--- src/fb_pkg.sv ---
/*
 * Frontend bus package
 * Bus widths, target count, address map and the command payload type
 * shared by the decode stage, the router and the targets
 */

package fb_pkg;

   // Bus widths
   localparam int fb_aw = 16;
   localparam int fb_dw = 32;
   localparam int fb_mw = fb_dw / 8;

   // Target count and target indices
   localparam int fb_nbus  = 2;
   localparam int tgt_sram = 0;
   localparam int tgt_regs = 1;

   // One address bit picks the target
   // 0 selects the SRAM, 1 selects the register bank
   localparam int fb_sel_bit = 12;

   // Command payload as held by the decode stage
   typedef struct packed {
      logic [fb_aw-1:0] addr;
      logic [fb_mw-1:0] we_msk;
      logic [fb_dw-1:0] din;
   } fb_cmd_t;

   // Byte-masked merge of write data into a stored word
   // A zero mask leaves the word untouched, so reads share this path
   function automatic logic [fb_dw-1:0] fb_merge(input logic [fb_dw-1:0] old_w,
                                                 input logic [fb_dw-1:0] new_w,
                                                 input logic [fb_mw-1:0] msk);
      logic [fb_dw-1:0] res;
      res = old_w;
      for (int b = 0; b < fb_mw; b++) begin
         if (msk[b]) begin
            res[8*b +: 8] = new_w[8*b +: 8];
         end
      end
      return res;
   endfunction

endpackage

--- src/fb_if.sv ---
/*
 * Frontend bus interfaces
 * fb_cmd_if carries the decoded command channel and its response,
 * fb_tgt_if carries one target bus between the router and a target
 */


interface fb_tgt_if import fb_pkg::*; ();
   logic             cmd_valid;
   logic             cmd_ready;
   logic [fb_aw-1:0] addr;
   logic [fb_mw-1:0] we_msk;
   logic [fb_dw-1:0] din;
   // Response channel
   logic             valid;
   logic             ready;
   logic [fb_dw-1:0] dout;

   modport router (output cmd_valid, addr, we_msk, din, ready,
                   input  cmd_ready, valid, dout);
   modport target (input  cmd_valid, addr, we_msk, din, ready,
                   output cmd_ready, valid, dout);
endinterface

--- src/fb_reg_target.sv ---
/*
 * Register bank target
 * Four word registers with masked writes; a countdown holds the
 * response back reg_latency cycles to model a slow peripheral
 */

`timescale 1ns/1ps

module fb_reg_target import fb_pkg::*; #(
   parameter int reg_latency = 3
) (
   input  logic      clk,
   input  logic      rst,
   fb_tgt_if.target  bus
);

   localparam int cw = $clog2(reg_latency + 1);

   logic [fb_dw-1:0] regs [4];
   logic [1:0]       idx;
   logic [fb_dw-1:0] merged;
   logic [fb_dw-1:0] dout_q;
   logic [cw-1:0]    cnt;
   logic             rsp_vld;
   logic             hs_cmd;

   assign idx    = bus.addr[3:2];
   assign merged = fb_merge(regs[idx], bus.din, bus.we_msk);
   assign hs_cmd = bus.cmd_valid & bus.cmd_ready;

   always_ff @(posedge clk) begin
      if (rst) begin
         for (int r = 0; r < 4; r++) begin
            regs[r] <= '0;
         end
      end else if (hs_cmd) begin
         regs[idx] <= merged;
      end
   end

   // Response word captured at the command, released later
   always_ff @(posedge clk) begin
      if (hs_cmd) begin
         dout_q <= merged;
      end
   end

   // Countdown then response; latency 1 skips the count
   always_ff @(posedge clk) begin
      if (rst) begin
         cnt     <= '0;
         rsp_vld <= 1'b0;
      end else begin
         if (hs_cmd) begin
            if (reg_latency == 1) begin
               rsp_vld <= 1'b1;
            end else begin
               cnt <= cw'(reg_latency - 1);
            end
         end
         if (cnt != '0) begin
            cnt <= cnt - 1'b1;
            if (cnt == cw'(1)) begin
               rsp_vld <= 1'b1;
            end
         end
         if (rsp_vld & bus.ready) begin
            rsp_vld <= 1'b0;
         end
      end
   end

   assign bus.cmd_ready = (cnt == '0) & ~rsp_vld;
   assign bus.valid     = rsp_vld;
   assign bus.dout      = dout_q;

   // Bank stays closed for at least reg_latency cycles after a command
   a_busy: assert property (@(posedge clk) disable iff (rst)
      hs_cmd |=> (!bus.cmd_ready) [*reg_latency]);

endmodule

--- src/flat_wrapper.sv ---
// flat-port wrapper written by rule: the top's interface ports become plain ports
module fb_reg_target_flat import fb_pkg::*;
#(
   parameter int reg_latency = 3
)
  (clk, rst, bus_cmd_valid, bus_addr, bus_we_msk, bus_din, bus_ready, bus_cmd_ready, bus_valid, bus_dout);
  fb_tgt_if bus_i ();
  input  logic clk;
  input  logic rst;
  input wire logic [$bits(bus_i.cmd_valid)-1:0] bus_cmd_valid;
  input wire logic [$bits(bus_i.addr)-1:0] bus_addr;
  input wire logic [$bits(bus_i.we_msk)-1:0] bus_we_msk;
  input wire logic [$bits(bus_i.din)-1:0] bus_din;
  input wire logic [$bits(bus_i.ready)-1:0] bus_ready;
  output wire logic [$bits(bus_i.cmd_ready)-1:0] bus_cmd_ready;
  output wire logic [$bits(bus_i.valid)-1:0] bus_valid;
  output wire logic [$bits(bus_i.dout)-1:0] bus_dout;
  assign bus_i.cmd_valid = bus_cmd_valid;
  assign bus_i.addr = bus_addr;
  assign bus_i.we_msk = bus_we_msk;
  assign bus_i.din = bus_din;
  assign bus_i.ready = bus_ready;
  assign bus_cmd_ready = bus_i.cmd_ready;
  assign bus_valid = bus_i.valid;
  assign bus_dout = bus_i.dout;
  fb_reg_target #(.reg_latency(reg_latency)) u_core (.clk(clk), .rst(rst), .bus(bus_i));
endmodule
--- config.mk ---
export PLATFORM = sky130hd
export DESIGN_NAME = fb_reg_target_flat
export DESIGN_NICKNAME = d
export VERILOG_FILES = /design/src/fb_pkg.sv /design/src/fb_if.sv /design/src/fb_reg_target.sv /design/src/flat_wrapper.sv
export SDC_FILE = /design/constraint.sdc
export NUM_CORES = 1
export LEC_CHECK = 0
export BUFFER_PORTS_ARGS = -buffer_cell sky130_fd_sc_hd__buf_2
export CAP_MARGIN = 10
export CORE_ASPECT_RATIO = 1.75
export CORE_UTILIZATION = 39
export CTS_CLUSTER_SIZE = 10
export DETAILED_ROUTE_END_ITERATION = 8
export PLACE_DENSITY_LB_ADDON = 0.3
export SETUP_SLACK_MARGIN = 0.1
export SYNTH_ARGS = -nofsm -noshare
export SYNTH_HDL_FRONTEND = slang
export SYNTH_SLANG_ARGS = --single-unit
--- constraint.sdc ---
create_clock -name clk -period 4 [get_ports clk]
set_input_delay 0.6 -clock clk [delete_from_list [all_inputs] [get_ports clk]]
set_output_delay 0.6 -clock clk [all_outputs]
set_load 0.05 [all_outputs]
* Word level (Yosys, flattened, before mapping)
Memories as Yosys holds them, arrays and structs flattened.
Index checks and enable logic that the tools add are counted.
** Storage, ports and cells
- Register bits :: 35
- RAM bits :: 128
- Bits of input ports :: 56
- Output and inout port bits :: 34
- Word-level logic and storage cells :: 30
- Memories kept :: 1
** Cells by class
- Add/sub/neg operators :: 1
- Equality and inequality tests :: 1
- Multiplexer cells :: 14
- Bitwise operators :: 4
- Reductions and logical operators :: 6
** Memory list
- u_core.regs :: depth 4, bits a word 32, rd ports 1, clocked after Yosys merged registers in 0, write ports 4, line fb_reg_target.sv:19 : logic [fb_dw-1:0] regs [4];
** Operators with widths (count)
- 32-bit 2-to-1 mux :: 1
- 8-bit 2-to-1 mux :: 4
- 32-bit OR reduction :: 1
- 1-bit 2-to-1 mux :: 6
- 2-bit 2-to-1 mux :: 3
- 2-bit nonzero test :: 2
- 1-bit bitwise AND :: 3
- 2-bit by 1-bit equality test with 1-bit output, second input constant :: 1
- 2-bit zero test :: 1
- 2-bit AND reduction :: 1
- 2-bit OR reduction :: 1
- 2-bit by 1-bit subtractor with 2-bit output, second input constant :: 1
- 1-bit NOT :: 1

* Logic depth before layout (Yosys ltp)
- Word-level depth :: 8
- Mapped depth :: 7
- Mapped depth without buffers :: 5

* Worst setup path before layout
No wires, ideal clock.
- Path kind :: reg2reg
- Start point :: reg u_core.cnt[0]
- End point :: mem u_core.regs[3][0] (enable)
- Library setup time :: 0.391 ns
- Data arrival time :: 3.279 ns
- Required time :: 3.609 ns
- Slack :: 0.329 ns
- Stages on the path, launching flop included :: 6
- Buffers on the path :: 0
- Period minus slack after synthesis :: 3.671 ns
- Path through :: dfxtp_1 inv_1 ha_1 nor2b_1 and2_1 a31o_1
** RTL lines
- start: declaration :: line fb_reg_target.sv:23 : logic [cw-1:0] cnt;
- start signal: assignment :: line fb_reg_target.sv:58 : cnt <= cw'(reg_latency - 1);
- start signal: assignment :: line fb_reg_target.sv:62 : cnt <= cnt - 1'b1;
- end: declaration :: line fb_reg_target.sv:19

==> results.txt <==
The run finished with clean final reports. The number of hold buffers added after CTS was 0. The reported leakage power came out at 3.37 nW. The first-pass iteration count of the detailed router came out at 8.

The overall routing resource usage came out at 0.176. The number of placed I/O pins is 90. In this run the worst setup path begins at u_core.cnt[0]. The clock edge transition at the registers on the reported setup and hold paths came out at 70 ps. Of the total power, combinational logic draws 0.178.

The clock latency on the worst-skew pair came out at 420 ps. The source of the worst register-to-register timing path is u_core.cnt[0]. The number of nets handed over by synthesis was 606. The die height is 186 µm. The detailed-placement wirelength estimate is 10,000 µm.

Final hold analysis gives a worst-case slack of 388 ps. The path class of the tightest hold or removal check is in -> reg. The routed length per instance came out at 19.0 µm. After synthesis, the share of flip-flops with an asynchronous set or reset is 0.

For this configuration, the core starts out at a cell density of 0.397. The mean number of vias per cell came out at 5.22. The critical setup path kind is reg -> reg.

Power spread over the standard cell area amounts to 531 nW/µm². On the critical path, the stage with the largest delay is an instance of sky130_fd_sc_hd__buf_4. The number of max-slew violations in the final report is 0. The summed area of non-filler cells in the final layout is 8740 µm². The post-place setup slack came out at 1370 ps. By area the synthesized netlist is led by sky130_fd_sc_hd__edfxtp_1 (64%), sky130_fd_sc_hd__mux2_2 (8.8%), sky130_fd_sc_hd__nor2_1 (6.1%). The pin count of the biggest net entering global routing came out at 34.

CTS placed an instance of sky130_fd_sc_hd__clkbuf_16 at the clock tree root. The number of antenna diodes in the final layout is 0. The residual DRC count came out at 0. The number of endpoints failing setup at the final stage came out at 0. The instance count along the most critical hold path is 2. The path depth of the worst reg2reg path is 6.

The number of antenna violations at the first check in global routing came out at 0. Setup repair after global routing left no endpoint under its margin. The slew at the pin closest to its max-slew limit is 840 ps.

The total number of vias is 4,591. After global routing the overflow that remains totals 0. The post-route worst setup slack is 1640 ps. The number of hold violations in the final report is 0. The H-tree depth came out at 4.

The number of warnings reported in the yosys synthesis log is 0. The signal on the critical path passes through inv_1 > ha_1 > nor2b_1 > and2_2 > a31o_1 > buf_4. On the worst path, the slowest cell contributes a delay of 470 ps. After detailed placement, the design holds a cell count of 847.

The final design utilization came out at 0.459. For this design, the sink count on the clock tree is 163. The synthesized design spends more area on one cell type than any other, namely sky130_fd_sc_hd__edfxtp_1. In this run the tightest slew margin relative to its limit is 0.439.

The clock passes through at most 2 buffers. The first global-routing pass estimated 25,900 µm of wire. After the flow finishes, the layout carries non-filler instances totaling 879.

The antenna violation net count after detailed routing came out at 0. The internal power consumption is 3.30 mW. The total net switching power is 1.34 mW.

The number of max-capacitance violations reported came out at 0. Gates resized during post-CTS repair numbered 0. The worst-case IR drop observed on VDD is 257 µV. The final critical-path share of the clock period is 0.590.

The highest net fanout along the worst path is 26. The number of buffers added for setup after CTS came out at 0. The final wirelength came out at 16,700 µm.

The synthesized area per cell came out at 13.8 µm². The number of global-route vias before repair is 4,931. After the first detailed-routing iteration, the DRC count stood at 235. STA classifies the critical path startpoint as a register. The maximum operating frequency came out at 424 MHz. The most used flip-flop cell after synthesis is sky130_fd_sc_hd__edfxtp_1. The portion of the post-synthesis area used by sequential elements is 0.644.

The worst hold path begins at bus_ready. The number of logic stages on the critical path including buffering is 6. The worst endpoint required time came out at 4060 ps. The critical path contains buffers and inverters numbering 2 combined. The clock share of power is 0.362. Routability-driven placement finished with a final weighted congestion of 0.728. The floorplan step defined a die boundary enclosing 20,000 µm².

The proportion of netlist area held by the largest area contributor is 0.636. The number of input and output port buffers inserted is 75. Synthesis produced 547 cells. Among cell families on the critical path, the largest total delay comes from buffers and inverters. The core area came out at 19,000 µm².

The worst path arrival time is 2420 ps. The area growth from synthesis to final layout came out at 15.7%. The clock buffer count from CTS came out at 17. Counting distinct cell types in the post-synthesis netlist gives 33. The number of enable flip-flop cells after synthesis is 160. The relative contribution of sequential cells to total power is 0.461. After layout, the design draws a total of 4.64 mW. After synthesis the netlist holds a flip-flop and latch count of 163. The die span in x came out at 107 µm. The post-synthesis instance area is 7560 µm². Between clock sinks in the finished design, the worst skew comes to 12.0 ps. In the layout the commonest cells are sky130_fd_sc_hd__edfxtp_1 (160), sky130_fd_sc_hd__nor2_1 (122), sky130_fd_sc_hd__buf_2 (75). The post-route setup TNS is 0 ps.

Of the total power, the share spent switching nets is 0.289. Of the cells placed in the final design, the portion with a size suffix greater than 1 is 0.354. The placed instances occupy a cell area of 8140 µm².

Subtracting the final worst setup slack from the clock period gives 2360 ps. The post-layout net count came out at 684. The number of rows created at floorplan is 67. Leaving out fill and tap cells, the most frequent cell in the layout is sky130_fd_sc_hd__edfxtp_1. The clock tree from TritonCTS is yes. The sort of element at the end of the critical path is a register.
final timing paths:
check | endpoint | slack [ps]
worst min-delay path | u_core.bus.valid | 390
worst max-delay path | u_core.regs[3][18] | 1640
worst max register to register | u_core.regs[3][18] | 1640
worst min register to register | u_core.cnt[1] | 560
cells by family (layout without fill, tap and decap cells):
group,after synthesis,in the layout,synth area share
AO/OA/AOI/OAI,69,69,0.0970
adder cells (fa/ha/maj),3,3,0.00497
buffers and inverters,64,155,0.0450
flip-flops,163,163,0.644
multiplexers,62,62,0.0939
AND/OR/NAND/NOR,186,186,0.116
worst register-to-register path, delay by kind of cell (launching register included):
family	cells	cell delay [ps]
AO/OA/AOI/OAI	1	400
buffers and inverters	2	580
adder cells (fa/ha/maj)	1	260
AND/OR/NAND/NOR	2	410
flip-flops	1	320
power by group through the flow:
| stage | clock network (mW) | registers [mW] | logic, mW |
|---|---|---|---|
| 3_5_place_dp | 0 | 2.18 | 0.832 |
| 2_1_floorplan | 0 | 2.39 | 0.395 |
| 3_3_place_gp | 0 | 2.17 | 0.816 |
| 4_1_cts | 1.71 | 2.14 | 0.835 |
| 5_1_grt | 1.76 | 2.16 | 0.884 |
| 6_report | 1.68 | 2.14 | 0.825 |
per-layer routing:
| layer | vias to the layer above | track usage | share of wire |
|---|---|---|---|
| met3 | 24 | 0.0334 | 0.037 |
| li1 | 2132 | - | - |
| met4 | 0 | 0.0756 | 0.019 |
| met5 | - | 0 | 0 |
| met1 | 2332 | 0.195 | 0.40 |
| met2 | 103 | 0.325 | 0.54 |
final cells by class:
| class | instances | area, µm² |
|---|---|---|
| clock buffer | 18 | 429 |
| clock inverter | 14 | 176 |
| fill | 1688 | 10300 |
| inverter | 35 | 131 |
| multi-input combinational | 320 | 2350 |
| sequential | 163 | 4860 |
| tap | 241 | 302 |
| timing repair buffer | 88 | 485 |
synthesized netlist by cell type, types with 3 or more instances:
master                     number
sky130_fd_sc_hd__edfxtp_1     160
sky130_fd_sc_hd__nor2_1       122
sky130_fd_sc_hd__mux2_2        59
sky130_fd_sc_hd__inv_1         35
sky130_fd_sc_hd__o21ai_0       31
sky130_fd_sc_hd__nand2b_1      26
sky130_fd_sc_hd__o221ai_2      26
sky130_fd_sc_hd__buf_2         14
sky130_fd_sc_hd__buf_6         10
sky130_fd_sc_hd__nor3_1        10
sky130_fd_sc_hd__nor2b_1        6
sky130_fd_sc_hd__nand2_1        5
sky130_fd_sc_hd__or2_2          4
sky130_fd_sc_hd__or2b_1         4
sky130_fd_sc_hd__clkbuf_1       3
sky130_fd_sc_hd__dfxtp_1        3
sky130_fd_sc_hd__ha_1           3
sky130_fd_sc_hd__mux2_4         3
sky130_fd_sc_hd__nand2b_2       3
sky130_fd_sc_hd__o221ai_4       3
sky130_fd_sc_hd__o22ai_2        3
state kept, by name, indices dropped and copies added (netlist names):
name	count
u_core.bus.valid	1
u_core.regs	128
u_core.bus.dout	32
u_core.cnt	2
(Power assumes the default switching activity.)
