$ cat src/fb_pkg.sv
/*
 * Frontend bus package
 * Bus widths, target count, address map and the command payload type
 * shared by the decode stage, the router and the targets
 */

package fb_pkg;

   // Bus widths
   localparam int fb_aw = 16;
   localparam int fb_dw = 32;
   localparam int fb_mw = fb_dw / 8;

   // Target count and target indices
   localparam int fb_nbus  = 2;
   localparam int tgt_sram = 0;
   localparam int tgt_regs = 1;

   // One address bit picks the target
   // 0 selects the SRAM, 1 selects the register bank
   localparam int fb_sel_bit = 12;

   // Command payload as held by the decode stage
   typedef struct packed {
      logic [fb_aw-1:0] addr;
      logic [fb_mw-1:0] we_msk;
      logic [fb_dw-1:0] din;
   } fb_cmd_t;

   // Byte-masked merge of write data into a stored word
   // A zero mask leaves the word untouched, so reads share this path
   function automatic logic [fb_dw-1:0] fb_merge(input logic [fb_dw-1:0] old_w,
                                                 input logic [fb_dw-1:0] new_w,
                                                 input logic [fb_mw-1:0] msk);
      logic [fb_dw-1:0] res;
      res = old_w;
      for (int b = 0; b < fb_mw; b++) begin
         if (msk[b]) begin
            res[8*b +: 8] = new_w[8*b +: 8];
         end
      end
      return res;
   endfunction

endpackage

$ cat src/fb_if.sv
/*
 * Frontend bus interfaces
 * fb_cmd_if carries the decoded command channel and its response,
 * fb_tgt_if carries one target bus between the router and a target
 */

`timescale 1ns/1ps

interface fb_cmd_if import fb_pkg::*; ();
   logic               cmd_valid;
   logic               cmd_ready;
   fb_cmd_t            cmd;
   // One-hot target select, decoded from the address
   logic [fb_nbus-1:0] sel;
   logic               rsp_valid;
   logic               rsp_ready;
   logic [fb_dw-1:0]   rsp_data;

   // Decode stage side
   modport source (output cmd_valid, cmd, sel, rsp_ready,
                   input  cmd_ready, rsp_valid, rsp_data);
   // Router side
   modport sink   (input  cmd_valid, cmd, sel, rsp_ready,
                   output cmd_ready, rsp_valid, rsp_data);
endinterface


$ cat src/fb_addr_decode.sv
/*
 * Address decode stage
 * Registers one master command with its one-hot target select and
 * holds both until the router takes them; response passes straight back
 */

`timescale 1ns/1ps

module fb_addr_decode import fb_pkg::*; (
   input  logic             clk,
   input  logic             rst,
   input  logic             cmd_valid,
   output logic             cmd_ready,
   input  logic [fb_aw-1:0] cmd_addr,
   input  logic [fb_mw-1:0] cmd_we_msk,
   input  logic [fb_dw-1:0] cmd_din,
   output logic             rsp_valid,
   input  logic             rsp_ready,
   output logic [fb_dw-1:0] rsp_data,
   fb_cmd_if.source         down
);

   logic               hold_vld;
   fb_cmd_t            hold_cmd;
   logic [fb_nbus-1:0] hold_sel;
   logic [fb_nbus-1:0] sel_d;
   logic               accept;

   // Take a new command when empty or when the held one leaves this cycle
   assign cmd_ready = ~hold_vld | down.cmd_ready;
   assign accept    = cmd_valid & cmd_ready;

   // One select bit per target
   always_comb begin
      sel_d           = '0;
      sel_d[tgt_sram] = ~cmd_addr[fb_sel_bit];
      sel_d[tgt_regs] = cmd_addr[fb_sel_bit];
   end

   always_ff @(posedge clk) begin
      if (rst) begin
         hold_vld <= 1'b0;
      end else if (cmd_ready) begin
         hold_vld <= cmd_valid;
      end
   end

   // Payload only loads on an accepted command
   always_ff @(posedge clk) begin
      if (accept) begin
         hold_cmd.addr   <= cmd_addr;
         hold_cmd.we_msk <= cmd_we_msk;
         hold_cmd.din    <= cmd_din;
         hold_sel        <= sel_d;
      end
   end

   assign down.cmd_valid = hold_vld;
   assign down.cmd       = hold_cmd;
   assign down.sel       = hold_sel;

   // Response channel back out to the top ports
   assign rsp_valid      = down.rsp_valid;
   assign rsp_data       = down.rsp_data;
   assign down.rsp_ready = rsp_ready;

   // Held select stays one-hot for as long as the command waits
   a_sel_onehot: assert property (@(posedge clk) disable iff (rst)
      hold_vld |-> $onehot(hold_sel));

endmodule

$ cat src/flat_wrapper.sv
// flat-port wrapper written by rule: the top's interface ports become plain ports
module fb_addr_decode_flat import fb_pkg::*;
  (clk, rst, cmd_valid, cmd_ready, cmd_addr, cmd_we_msk, cmd_din, rsp_valid, rsp_ready, rsp_data, down_cmd_valid, down_cmd, down_sel, down_rsp_ready, down_cmd_ready, down_rsp_valid, down_rsp_data);
  fb_cmd_if down_i ();
  input  logic clk;
  input  logic rst;
  input  logic cmd_valid;
  output logic cmd_ready;
  input  logic [fb_aw-1:0] cmd_addr;
  input  logic [fb_mw-1:0] cmd_we_msk;
  input  logic [fb_dw-1:0] cmd_din;
  output logic rsp_valid;
  input  logic rsp_ready;
  output logic [fb_dw-1:0] rsp_data;
  output wire logic [$bits(down_i.cmd_valid)-1:0] down_cmd_valid;
  output wire logic [$bits(down_i.cmd)-1:0] down_cmd;
  output wire logic [$bits(down_i.sel)-1:0] down_sel;
  output wire logic [$bits(down_i.rsp_ready)-1:0] down_rsp_ready;
  input wire logic [$bits(down_i.cmd_ready)-1:0] down_cmd_ready;
  input wire logic [$bits(down_i.rsp_valid)-1:0] down_rsp_valid;
  input wire logic [$bits(down_i.rsp_data)-1:0] down_rsp_data;
  assign down_cmd_valid = down_i.cmd_valid;
  assign down_cmd = down_i.cmd;
  assign down_sel = down_i.sel;
  assign down_rsp_ready = down_i.rsp_ready;
  assign down_i.cmd_ready = down_cmd_ready;
  assign down_i.rsp_valid = down_rsp_valid;
  assign down_i.rsp_data = down_rsp_data;
  fb_addr_decode u_core (.clk(clk), .rst(rst), .cmd_valid(cmd_valid), .cmd_ready(cmd_ready), .cmd_addr(cmd_addr), .cmd_we_msk(cmd_we_msk), .cmd_din(cmd_din), .rsp_valid(rsp_valid), .rsp_ready(rsp_ready), .rsp_data(rsp_data), .down(down_i));
endmodule
$ cat config.mk
export PLATFORM = sky130hd
export DESIGN_NAME = fb_addr_decode_flat
export DESIGN_NICKNAME = d
export VERILOG_FILES = /design/src/fb_pkg.sv /design/src/fb_if.sv /design/src/fb_addr_decode.sv /design/src/flat_wrapper.sv
export SDC_FILE = /design/constraint.sdc
export NUM_CORES = 1
export LEC_CHECK = 0
export ABC_AREA = 1
export ABC_CLOCK_PERIOD_IN_PS = 11600
export BUFFER_PORTS_ARGS = -buffer_cell sky130_fd_sc_hd__clkbuf_2
export CAP_MARGIN = 20
export CELL_PAD_IN_SITES_DETAIL_PLACEMENT = 0
export CELL_PAD_IN_SITES_GLOBAL_PLACEMENT = 1
export CORE_ASPECT_RATIO = 0.5
export CORE_UTILIZATION = 28
export CTS_CLUSTER_DIAMETER = 50
export CTS_CLUSTER_SIZE = 20
export DETAILED_ROUTE_END_ITERATION = 10
export PLACE_DENSITY = 0.93
export SKIP_LAST_GASP = 1
export SYNTH_ARGS = -nofsm -noshare
export SYNTH_HDL_FRONTEND = slang
export SYNTH_SLANG_ARGS = --single-unit
$ cat constraint.sdc
create_clock -name clk -period 11.6 [get_ports clk]
set_input_delay 2.32 -clock clk [delete_from_list [all_inputs] [get_ports clk]]
set_output_delay 2.32 -clock clk [all_outputs]
set_load 0.01 [all_outputs]
* Yosys cells after proc, flatten, opt, wreduce, memory -nomap -nowiden
Cells that the tools add are included.
** Word-level totals
- Register bits after elaboration :: 55
- Bits of input ports :: 90
- Output and inout bits :: 90
** Cells by class
- Bitwise gates (word level) :: 4
** Operators with widths (count)
- inverter 1 bit :: 2
- bitwise AND 1 bit :: 1
- bitwise OR 1 bit :: 1

* Depth between registers and ports, before layout
Gate-level depths: netlist (run 1).
- Word-level depth :: 3
- Depth in mapped cells :: 3

* Least setup slack after synthesis (run 1)
Ideal clock, no wire load.
- Kind :: input to register
- From :: in cmd_valid
- To :: reg u_core.hold_cmd, in the netlist u_core.down.cmd[0], enable pin
- Setup time :: 0.481 ns
- Data arrival time :: 4.958 ns
- Slack :: 6.161 ns
- Cell stages on the path :: 2
- Buffers on the path :: 0
- Cells stage by stage :: inv_1 -> a21oi_1
** Between the ends
- Cells in the longest elaborated chain, start to end :: 1
** Ends and longest elaborated chain
- start: declaration :: RTL line flat_wrapper.sv:7 : input logic cmd_valid;
- bitwise AND 1 bit :: RTL line fb_addr_decode.sv:31 : assign accept = cmd_valid & cmd_ready;
- via u_core.accept :: RTL line fb_addr_decode.sv:27 : logic accept;
- end: declaration :: RTL line fb_addr_decode.sv:24 : fb_cmd_t hold_cmd;
The timed path passes the listed nets, and every way through them passes these cells.
A chain may end at the register's enable or synchronous reset.

* Final worst setup path (run 1)
- From :: in down_cmd_ready
- To :: out cmd_ready
** Between the ends
- Cells in the longest elaborated chain, start to end :: 1
** Ends and longest elaborated chain
- start: declaration :: RTL line flat_wrapper.sv:19 : input wire logic [$bits(down_i.cmd_ready)-1:0] down_cmd_ready;
- bitwise OR 1 bit :: RTL line fb_addr_decode.sv:30 : assign cmd_ready = ~hold_vld | down.cmd_ready;
- end: declaration :: RTL line flat_wrapper.sv:8 : output logic cmd_ready;
Every way passes these cells.

==> out/results.ini, run 1 <==
[synth]
syn-mean-instance-area_sq_um=20.06
yosys_most_used_dff=sky130_fd_sc_hd__edfxtp_1
ys.warnings.count=0
yosys_top_cell_by_area=sky130_fd_sc_hd__edfxtp_1
synth_most_common_cell=sky130_fd_sc_hd__edfxtp_1
synth_seq_cells=54
synth-seq-area-share=0.8457
synth_fp_nets=185
postSynth.asyncResetShare=0
synth_cells=95
synth_edf_count=53
synth_top_area_frac=0.8352
synthesis.area_sq_mm=0.001906
most_area_consuming_cells_after_synthesis=sky130_fd_sc_hd__edfxtp_1 84%, sky130_fd_sc_hd__buf_4 14%, sky130_fd_sc_hd__dfxtp_1 1.1%
ranking_of_synthesized_cells_by_instance_count=53 x sky130_fd_sc_hd__edfxtp_1, 35 x sky130_fd_sc_hd__buf_4, 2 x sky130_fd_sc_hd__inv_1
synth.lib_cells_used.distinct=8

[cells_and_area]
post_route_cells_drive_above_1_share=0.6833
finalNetCount=269
post-route-cell-area_sq_mm=0.002474
multi_input_comb_area_sq_um=31.28
final_cell_count_no_fill=268
sequential_cell_area_sq_mm=0.001612
area_delta_synth_final_pct=29.81
layout.filler_cells=599
antennaDiodeCount=0
utilization=0.3923

[global_routing]
grt_max_degree=47
antenna_found_initial=0
first_pass_grt_wire_length_mm=5.423
globalRouteOverflowTotal=0
grt_usage=0.1045
grt_pass1_vias=1133

[critical_path]
rr_startpoint=u_core.down.cmd_valid$_SDFFE_PP0P_
cp.required_ns=9.28
cp_cell_sequence=clkbuf_2, inv_2, nand2_2, clkbuf_2
timing_worst_setup_path_type=input port to output port
end_kind=output port
timing.critical_path.arrival_ns=2.68
crit_path_max_fanout=2
worst_path_largest_cell_delay_ns=0.13
worstSetupStartpointType=input port
critical_path.startpoint=down_cmd_ready
worst_path_most_repeated_cell=sky130_fd_sc_hd__clkbuf_2
crit_slowest_cell=sky130_fd_sc_hd__clkbuf_2

[floorplan]
core_sq_mm=0.006306
placement_rows=20
die_h_um=60.34
effective_utilization_at_floorplan=0.3022
die_w_um=118.7
die-area_sq_mm=0.007160
design.portCount=180

[route]
drtIter0Drc=71
post_drt_via_cell_ratio=3.978
drt_pass1_iterations=4
post_drt_wl_per_cell_um=14.51
drcViolationCount=0
ant_nets=0
route.final.wire_length_mm=3.890
via_count=1066

[place]
final_wtd_congestion=0.8139
dp_worst_setup_slack_ns=6.606
port-buffer-count=111
dpl.cell_count=260
placed_cell_area_sq_mm=0.002327
post_detail_place_hpwl_mm=2.988

[clock_network]
cts_setup_buffers=0
clk_pin_slew_worst_paths_ns=0.07
clock_sinks=54
cts_inserted_buffers=5
cts_tree=built
cts-resized-gates=0
cts-htree-levels=2
clk-insertion-delay-late_ns=0.28
cts_root_buffer=sky130_fd_sc_hd__clkbuf_16
cts-root-to-sink-buffers=2
cts.hold.buffers_added=0

[sta]
setup_repair_after_global_routing_missed_its_margin=no
slew_violations=0
final_report_hold_violation_count=0
clock-skew-final_ns=0.006503
slew_headroom=0.6168
slew_at_the_pin_with_the_worst_max_slew_slack_ns=0.5749
layout_setup_ws_ns=6.600
finalHoldWorstSlack_ns=0.5520
setup_viol=0
min_period_ns=5.000
setup-tns-final_ns=0
fin_crit_sh=0.4310
fmax_mhz=200.0

[hold_path]
hold_sp=u_core.down.cmd_valid$_SDFFE_PP0P_
hp-class=flip-flop to flip-flop

[power]
p_leak_nw=1.080
total_power_mw=0.4076
power-per-cell-area_mw_per_mm2=164.8
power.ir.vdd_worst_mv=0.05987

[flow_run]
timing.max_cap.violations=0

[outcome]
run_status=complete, no violations

[layer usage]
metal	routed length [um]	vias to the layer above	share of wire	track usage
li1	-	473	-	-
met1	1311	520	0.34	0.09705
met2	2176	53	0.56	0.1921
met3	268	20	0.069	0.04229
met4	133	0	0.034	0.08680
met5	0	-	0	0
[power by group]
part	switching (mW)	total [mW]	internal [mW]
Combinational	0.0178	0.0320	0.0142
Sequential	0.00355	0.231	0.228
Clock	0.0630	0.144	0.0812
[kinds of logic (layout without fill, tap and decap cells)]
logic type / after synthesis / count (layout) / synth area share
buffers and inverters: 38 / 123 / 0.1438
AND/OR/NAND/NOR: 1 / 1 / 0.003285
AO/OA/AOI/OAI: 2 / 2 / 0.007221
flip-flops: 54 / 54 / 0.8457
[worst max-delay path: cells and delay by family]
family                 cells  cell delay (ns)
buffers and inverters      3             0.30
AND/OR/NAND/NOR            1             0.06
[placed cells by master, fill, tap and decap left out]
cell type / netlist / routed
sky130_fd_sc_hd__clkbuf_16: 0 / 5
sky130_fd_sc_hd__clkinv_4: 0 / 1
sky130_fd_sc_hd__a21oi_2: 1 / 1
sky130_fd_sc_hd__inv_2: 1 / 1
sky130_fd_sc_hd__nand2_2: 1 / 1
sky130_fd_sc_hd__buf_4: 35 / 1
sky130_fd_sc_hd__clkbuf_2: 0 / 111
sky130_fd_sc_hd__inv_6: 0 / 1
sky130_fd_sc_hd__clkbuf_1: 0 / 1
sky130_fd_sc_hd__edfxtp_1: 53 / 53
sky130_fd_sc_hd__dfxtp_1: 1 / 1
sky130_fd_sc_hd__inv_1: 2 / 2
sky130_fd_sc_hd__a21oi_4: 0 / 1
[flip-flops by register name (all words and copies together) (netlist names)]
register,flops
u_core.down.cmd,52
u_core.down.cmd_valid,1
u_core.down.sel,1
[cell type report]
cell class,count,share of cell area
Timing Repair Buffer,112,0.2276
Inverter,3,0.004552
Clock inverter,2,0.007081
Multi-Input combinational cell,3,0.01265
Tap cell,88,0.04451
Sequential cell,54,0.6515
Clock buffer,6,0.05210
[path summary, 6_finish.rpt]
check                                                     endpoint  slack [ns]  cells after the start
worst max-delay path                                     cmd_ready        6.60                      4
worst min-delay path            u_core.down.cmd_valid$_SDFFE_PP0P_        0.55                      2
worst max register to register       u_core.down.cmd[36]$_DFFE_PP_       10.00                      2
worst min register to register  u_core.down.cmd_valid$_SDFFE_PP0P_        0.55                      2
Note: power is estimated with default switching activity, not from simulation.
==> run 2, diff against run 1 <==
--- a/config.mk
+++ b/config.mk
@@ -6,17 +6,17 @@
 export NUM_CORES = 1
 export LEC_CHECK = 0
 export ABC_AREA = 1
-export ABC_CLOCK_PERIOD_IN_PS = 11600
+export ABC_CLOCK_PERIOD_IN_PS = 4920
 export BUFFER_PORTS_ARGS = -buffer_cell sky130_fd_sc_hd__clkbuf_2
 export CAP_MARGIN = 20
 export CELL_PAD_IN_SITES_DETAIL_PLACEMENT = 0
 export CELL_PAD_IN_SITES_GLOBAL_PLACEMENT = 1
 export CORE_ASPECT_RATIO = 0.5
-export CORE_UTILIZATION = 28
+export CORE_UTILIZATION = 26
 export CTS_CLUSTER_DIAMETER = 50
 export CTS_CLUSTER_SIZE = 20
 export DETAILED_ROUTE_END_ITERATION = 10
-export PLACE_DENSITY = 0.93
+export PLACE_DENSITY = 0.88
 export SKIP_LAST_GASP = 1
 export SYNTH_ARGS = -nofsm -noshare
 export SYNTH_HDL_FRONTEND = slang
==> constraint.sdc (replaced) <==
create_clock -name clk -period 4.92 [get_ports clk]
set_input_delay 0.984 -clock clk [delete_from_list [all_inputs] [get_ports clk]]
set_output_delay 0.984 -clock clk [all_outputs]
set_load 0.01 [all_outputs]
==> out/results.ini, run 2 (synthesized netlist as in run 1, its figures left out) <==
[floorplan]
die-area_sq_mm=0.007696  ; was 0.007160 sq mm
design.portCount=180  ; unchanged
effective_utilization_at_floorplan=0.2768  ; was 0.3022
die_h_um=62.54  ; was 60.34 um
placement_rows=21  ; was 20
die_w_um=123.1  ; was 118.7 um
core_sq_mm=0.006884  ; was 0.006306 sq mm

[sta]
setup_viol=0  ; unchanged
slew_headroom=0.6505  ; was 0.6168
clock-skew-final_ns=0.004026  ; was 0.006503 ns
fmax_mhz=432.0
final_report_hold_violation_count=0  ; unchanged
setup-tns-final_ns=0  ; unchanged
fin_crit_sh=0.4705
slew_violations=0  ; unchanged
slew_at_the_pin_with_the_worst_max_slew_slack_ns=0.5231  ; was 0.5749 ns
setup_repair_after_global_routing_missed_its_margin=no  ; unchanged
min_period_ns=2.315

[hold_path]
hp-class=flip-flop to flip-flop  ; unchanged
number_of_cells_on_the_worst_hold_path=2  ; unchanged
hold_sp=u_core.down.cmd_valid$_SDFFE_PP0P_  ; unchanged
hold_end=u_core.down.cmd_valid$_SDFFE_PP0P_  ; unchanged

[outcome]
run_status=complete, no violations  ; unchanged

[clock_network]
cts.hold.buffers_added=0  ; unchanged
cts_tree=built  ; unchanged
cts-root-to-sink-buffers=2  ; unchanged
clock_sinks=54  ; unchanged
clk_pin_slew_worst_paths_ns=0.06  ; was 0.07 ns
clk-insertion-delay-late_ns=0.28  ; about the same
cts_setup_buffers=0  ; unchanged
cts-htree-levels=2  ; unchanged
cts_root_buffer=sky130_fd_sc_hd__clkbuf_16  ; unchanged
cts-resized-gates=0  ; unchanged
cts_inserted_buffers=5  ; unchanged

[route]
drcViolationCount=0  ; unchanged
ant_nets=0  ; unchanged
post_drt_wl_per_cell_um=14.10  ; was 14.51 um
route.final.wire_length_mm=3.836  ; was 3.890 mm
drt_pass1_iterations=4  ; unchanged
post_drt_via_cell_ratio=3.809  ; was 3.978
drtIter0Drc=72  ; was 71
via_count=1036  ; was 1066

[critical_path]
rr_startpoint=u_core.down.cmd_valid$_SDFFE_PP0P_  ; unchanged
timing.critical_path.arrival_ns=1.33  ; was 2.68 ns
critical_path.startpoint=down_cmd_ready  ; unchanged
worst_path_largest_cell_delay_ns=0.13  ; about the same
crit_slowest_cell=sky130_fd_sc_hd__clkbuf_2  ; unchanged
worst_r2r_path_depth=2  ; unchanged
cp_cell_sequence=clkbuf_2, inv_2, nand2_2, clkbuf_2  ; unchanged
timing_worst_setup_path_type=input port to output port  ; unchanged
critPathBufInv=3  ; unchanged
worst_path_most_repeated_cell=sky130_fd_sc_hd__clkbuf_2  ; unchanged
worstSetupStartpointType=input port  ; unchanged
worst_r2r_endpoint=u_core.down.cmd[35]$_DFFE_PP_  ; was u_core.down.cmd[36]$_DFFE_PP_
end_kind=output port  ; unchanged
crit_path_max_fanout=2  ; unchanged
critical-path-top-delay-family=buffers and inverters  ; unchanged
ff2ff_setup_slack_ns=3.21  ; was 10.00 ns
cp.required_ns=3.94  ; was 9.28 ns
cp_num_cells=4  ; unchanged

[power]
total_power_mw=1.010  ; was 0.4076 mW
power-per-cell-area_mw_per_mm2=403.8  ; was 164.8 mW/mm^2
power.ir.vdd_worst_mv=0.2373  ; was 0.05987 mV
p_leak_nw=1.093  ; was 1.080 nW

[place]
post_detail_place_hpwl_mm=3.058  ; was 2.988 mm
port-buffer-count=111  ; unchanged
final_wtd_congestion=0.7034  ; was 0.8139

[global_routing]
first_pass_grt_wire_length_mm=5.747  ; was 5.423 mm
grt_pass1_vias=1165  ; was 1133
grt_usage=0.1005  ; was 0.1045
grt_max_degree=39  ; was 47
globalRouteOverflowTotal=0  ; unchanged
antenna_found_initial=0  ; unchanged

[cells_and_area]
antennaDiodeCount=0  ; unchanged
layout_common_cells=111 x sky130_fd_sc_hd__clkbuf_2, 53 x sky130_fd_sc_hd__edfxtp_1, 5 x sky130_fd_sc_hd__clkbuf_16  ; unchanged
area_delta_synth_final_pct=31.25  ; was 29.81%
sequential_cell_area_sq_mm=0.001612  ; unchanged
multi_input_comb_area_sq_um=31.28  ; unchanged
max_ffs_per_register=52  ; unchanged
layout.filler_cells=672  ; was 599
finalNetCount=269  ; unchanged
layout.cells.most_common=sky130_fd_sc_hd__clkbuf_2  ; unchanged
post_route_cells_drive_above_1_share=0.6889  ; was 0.6833

[flow_run]
timing.max_cap.violations=0  ; unchanged

run 2: area by class of cell:
type	instances	share of cell area
Sequential cell	54	0.6443
Timing Repair Buffer	112	0.2251
Clock buffer	5	0.05002
Tap cell	92	0.04602
Clock inverter	3	0.01751
Multi-Input combinational cell	3	0.01251
Inverter	3	0.004502
run 2: power breakdown:
| group | switching (mW) | internal [mW] |
|---|---|---|
| clock | 0.148 | 0.241 |
| sequential | 0.00835 | 0.537 |
| combinational | 0.0424 | 0.0335 |
| total | 0.198 | 0.812 |
run 2: worst max-delay path by stage:
stage	slack, ns	endpoint
finish	2.61	cmd_ready
global route	2.58	cmd_ready
CTS	2.60	cmd_ready
detailed placement	2.45	u_core.down.cmd[18]$_DFFE_PP_
global placement	2.51	u_core.down.cmd[36]$_DFFE_PP_
floorplan	0.82	u_core.down.cmd[0]$_DFFE_PP_
run 2: worst reg2reg max path, delay by kind of cell (launching register included):
family / cells / cell delay, ns
AO/OA/AOI/OAI: 1 / 0.47
flip-flops: 1 / 0.36
buffers and inverters: 1 / 0.52
run 2: routing by layer:
metal,part of all wire,GRT usage,routed length (um),vias up
met3,0.046,0.03285,178,28
li1,-,-,-,471
met2,0.56,0.1784,2144,44
met4,0.047,0.07229,179,0
met5,0,0,0,-
met1,0.35,0.09847,1333,493
run 2: stage by stage:
stage          hold slack [ns]  cell area, sq um  std cells  utilization  setup slack (ns)
2_1_floorplan           0.5420              1906         95            -            0.8172
3_3_place_gp            0.5129              2332        264       0.3388             2.508
3_5_place_dp            0.5225              2332        264       0.3388             2.450
4_1_cts                 0.5347              2501        272       0.3633             2.603
5_1_grt                 0.5619              2501        272       0.3633             2.580
6_report                0.5387              2501        272       0.3633             2.605
==> run 3, diff against run 2 <==
--- a/config.mk
+++ b/config.mk
@@ -6,17 +6,17 @@
 export NUM_CORES = 1
 export LEC_CHECK = 0
 export ABC_AREA = 1
-export ABC_CLOCK_PERIOD_IN_PS = 4920
+export ABC_CLOCK_PERIOD_IN_PS = 2000
 export BUFFER_PORTS_ARGS = -buffer_cell sky130_fd_sc_hd__clkbuf_2
 export CAP_MARGIN = 20
 export CELL_PAD_IN_SITES_DETAIL_PLACEMENT = 0
 export CELL_PAD_IN_SITES_GLOBAL_PLACEMENT = 1
 export CORE_ASPECT_RATIO = 0.5
-export CORE_UTILIZATION = 26
+export CORE_UTILIZATION = 24
 export CTS_CLUSTER_DIAMETER = 50
 export CTS_CLUSTER_SIZE = 20
 export DETAILED_ROUTE_END_ITERATION = 10
-export PLACE_DENSITY = 0.88
+export PLACE_DENSITY = 0.86
 export SKIP_LAST_GASP = 1
 export SYNTH_ARGS = -nofsm -noshare
 export SYNTH_HDL_FRONTEND = slang
==> constraint.sdc (replaced) <==
create_clock -name clk -period 2 [get_ports clk]
set_input_delay 0.4 -clock clk [delete_from_list [all_inputs] [get_ports clk]]
set_output_delay 0.4 -clock clk [all_outputs]
set_load 0.01 [all_outputs]
==> out/results.ini, run 3 (synthesized netlist as in run 1, its figures left out) <==
[cells_and_area]
finalNetCount=270  ; was 269
layout.cells.most_common=sky130_fd_sc_hd__clkbuf_2  ; unchanged
post-route-cell-area_sq_mm=0.002527  ; was 0.002501 sq mm
max_ffs_per_register=52  ; unchanged
area_delta_synth_final_pct=32.63  ; was 31.25%
layout.filler_cells=731  ; was 672
multi_input_comb_area_sq_um=31.28  ; unchanged
final_cell_count_no_fill=289  ; was 272
antennaDiodeCount=0  ; unchanged
post_route_cells_drive_above_1_share=0.6851  ; was 0.6889
sequential_cell_area_sq_mm=0.001612  ; unchanged
layout_common_cells=111 x sky130_fd_sc_hd__clkbuf_2, 53 x sky130_fd_sc_hd__edfxtp_1, 5 x sky130_fd_sc_hd__clkbuf_16  ; unchanged
utilization=0.3363  ; was 0.3633

[power]
p_leak_nw=1.095  ; was 1.093 nW
power.ir.vdd_worst_mv=0.4208  ; was 0.2373 mV
share_comb_of_total_power=0.075  ; about the same
total_power_mw=2.478  ; was 1.010 mW
p_seq_frac=0.541  ; was 0.540
switchingPower_mw=0.4818  ; was 0.1985 mW
p_int_mw=1.996  ; was 0.8116 mW
relative_contribution_of_the_clock_network_to_total_power=0.383  ; was 0.385
power_switching_share=0.1945  ; was 0.1965
power-per-cell-area_mw_per_mm2=980.3  ; was 403.8 mW/mm^2

[sta]
min_period_ns=1.305
setup_repair_after_global_routing_missed_its_margin=no  ; unchanged
final_report_hold_violation_count=0  ; unchanged
clock-skew-final_ns=0.009200  ; was 0.004026 ns
slew_headroom=0.7245  ; was 0.6505
setup-tns-final_ns=0  ; unchanged
layout_setup_ws_ns=0.6948  ; was 2.605 ns
slew_at_the_pin_with_the_worst_max_slew_slack_ns=0.4132  ; was 0.5231 ns
setup_viol=0  ; unchanged
finalHoldWorstSlack_ns=0.2807  ; was 0.5387 ns
slew_violations=0  ; unchanged
fin_crit_sh=0.6526
fmax_mhz=766.2

[global_routing]
grt_pass1_vias=1102  ; was 1165
globalRouteOverflowTotal=0  ; unchanged
grt_usage=0.08627  ; was 0.1005
grt_max_degree=35  ; was 39
antenna_found_initial=0  ; unchanged
first_pass_grt_wire_length_mm=5.333  ; was 5.747 mm

[route]
drt_pass1_iterations=6  ; was 4
ant_nets=0  ; unchanged
drtIter0Drc=47  ; was 72
via_count=1028  ; was 1036
post_drt_wl_per_cell_um=12.86  ; was 14.10 um
drcViolationCount=0  ; unchanged
post_drt_via_cell_ratio=3.557  ; was 3.809
route.final.wire_length_mm=3.716  ; was 3.836 mm

[flow_run]
timing.max_cap.violations=0  ; unchanged

[floorplan]
placement_rows=22  ; was 21
die-area_sq_mm=0.008322  ; was 0.007696 sq mm
design.portCount=180  ; unchanged
core_sq_mm=0.007515  ; was 0.006884 sq mm
die_w_um=128.0  ; was 123.1 um
die_h_um=65.01  ; was 62.54 um
effective_utilization_at_floorplan=0.2536  ; was 0.2768

[clock_network]
cts-htree-levels=2  ; unchanged
cts-root-to-sink-buffers=2  ; unchanged
cts_root_buffer=sky130_fd_sc_hd__clkbuf_16  ; unchanged
cts_setup_buffers=0  ; unchanged
cts_inserted_buffers=5  ; unchanged
clk-insertion-delay-late_ns=0.28  ; about the same
cts-resized-gates=0  ; unchanged
cts_tree=built  ; unchanged
clock_sinks=54  ; unchanged
cts.hold.buffers_added=0  ; unchanged
clk_pin_slew_worst_paths_ns=0.06  ; about the same

[place]
placed_cell_area_sq_mm=0.002360  ; was 0.002332 sq mm
port-buffer-count=111  ; unchanged
final_wtd_congestion=0.5905  ; was 0.7034
dpl.cell_count=281  ; was 264
dp_worst_setup_slack_ns=0.5487  ; was 2.450 ns
post_detail_place_hpwl_mm=2.976  ; was 3.058 mm

[critical_path]
crit_path_max_fanout=3  ; was 2
cp.required_ns=1.60  ; was 3.94 ns
timing.critical_path.arrival_ns=0.91  ; was 1.33 ns
timing_worst_setup_path_type=flip-flop to output port  ; was input port to output port
worstSetupStartpointType=flip-flop  ; was input port
end_kind=output port  ; unchanged

[outcome]
run_status=complete, no violations  ; unchanged

[hold_path]
hp-class=input port to flip-flop  ; was flip-flop to flip-flop

run 3: changes by cell type in the layout (fill, tap and decap cells not counted):
cell	delta
sky130_fd_sc_hd__buf_4	+1
sky130_fd_sc_hd__clkinv_1	+1
sky130_fd_sc_hd__clkinv_2	-1
run 3: layer usage:
metal / up-vias / global-route usage / share of wire
met3: 20 / 0.01817 / 0.058
met2: 44 / 0.1617 / 0.59
met4: 0 / 0.06176 / 0.034
met1: 491 / 0.08698 / 0.32
met5: - / 0 / 0
li1: 473 / - / -
run 3: layout make-up:
class | count | area share
multi-input combinational | 3 | 0.01238
sequential | 54 | 0.6376
timing repair buffer | 113 | 0.2257
clock inverter | 3 | 0.01683
clock buffer | 5 | 0.04951
tap | 108 | 0.05347
inverter | 3 | 0.004455
run 3: power by group through the flow:
stage / Combinational (mW) / Sequential, mW / Clock, mW
floorplan: 0.0981 / 1.40 / 0
global placement: 0.184 / 1.36 / 0
detailed placement: 0.190 / 1.37 / 0
CTS: 0.191 / 1.34 / 0.981
global route: 0.203 / 1.35 / 1.03
finish: 0.187 / 1.34 / 0.950
run 3: worst paths after layout:
path	end	slack [ns]	cells past startpoint	start
setup / recovery	cmd_ready	0.69	2	u_core.down.cmd_valid$_SDFFE_PP0P_
hold / removal	u_core.down.cmd_valid$_SDFFE_PP0P_	0.28	2	rst
setup reg to reg	u_core.down.cmd[8]$_DFFE_PP_	0.74	2	u_core.down.cmd_valid$_SDFFE_PP0P_
hold reg to reg	u_core.down.cmd_valid$_SDFFE_PP0P_	0.53	2	u_core.down.cmd_valid$_SDFFE_PP0P_
run 3: worst max-delay path: stages, from the launching register on:
cell	delay [ns]
sky130_fd_sc_hd__dfxtp_1	0.41
sky130_fd_sc_hd__nand2_2	0.09
sky130_fd_sc_hd__clkbuf_2	0.13
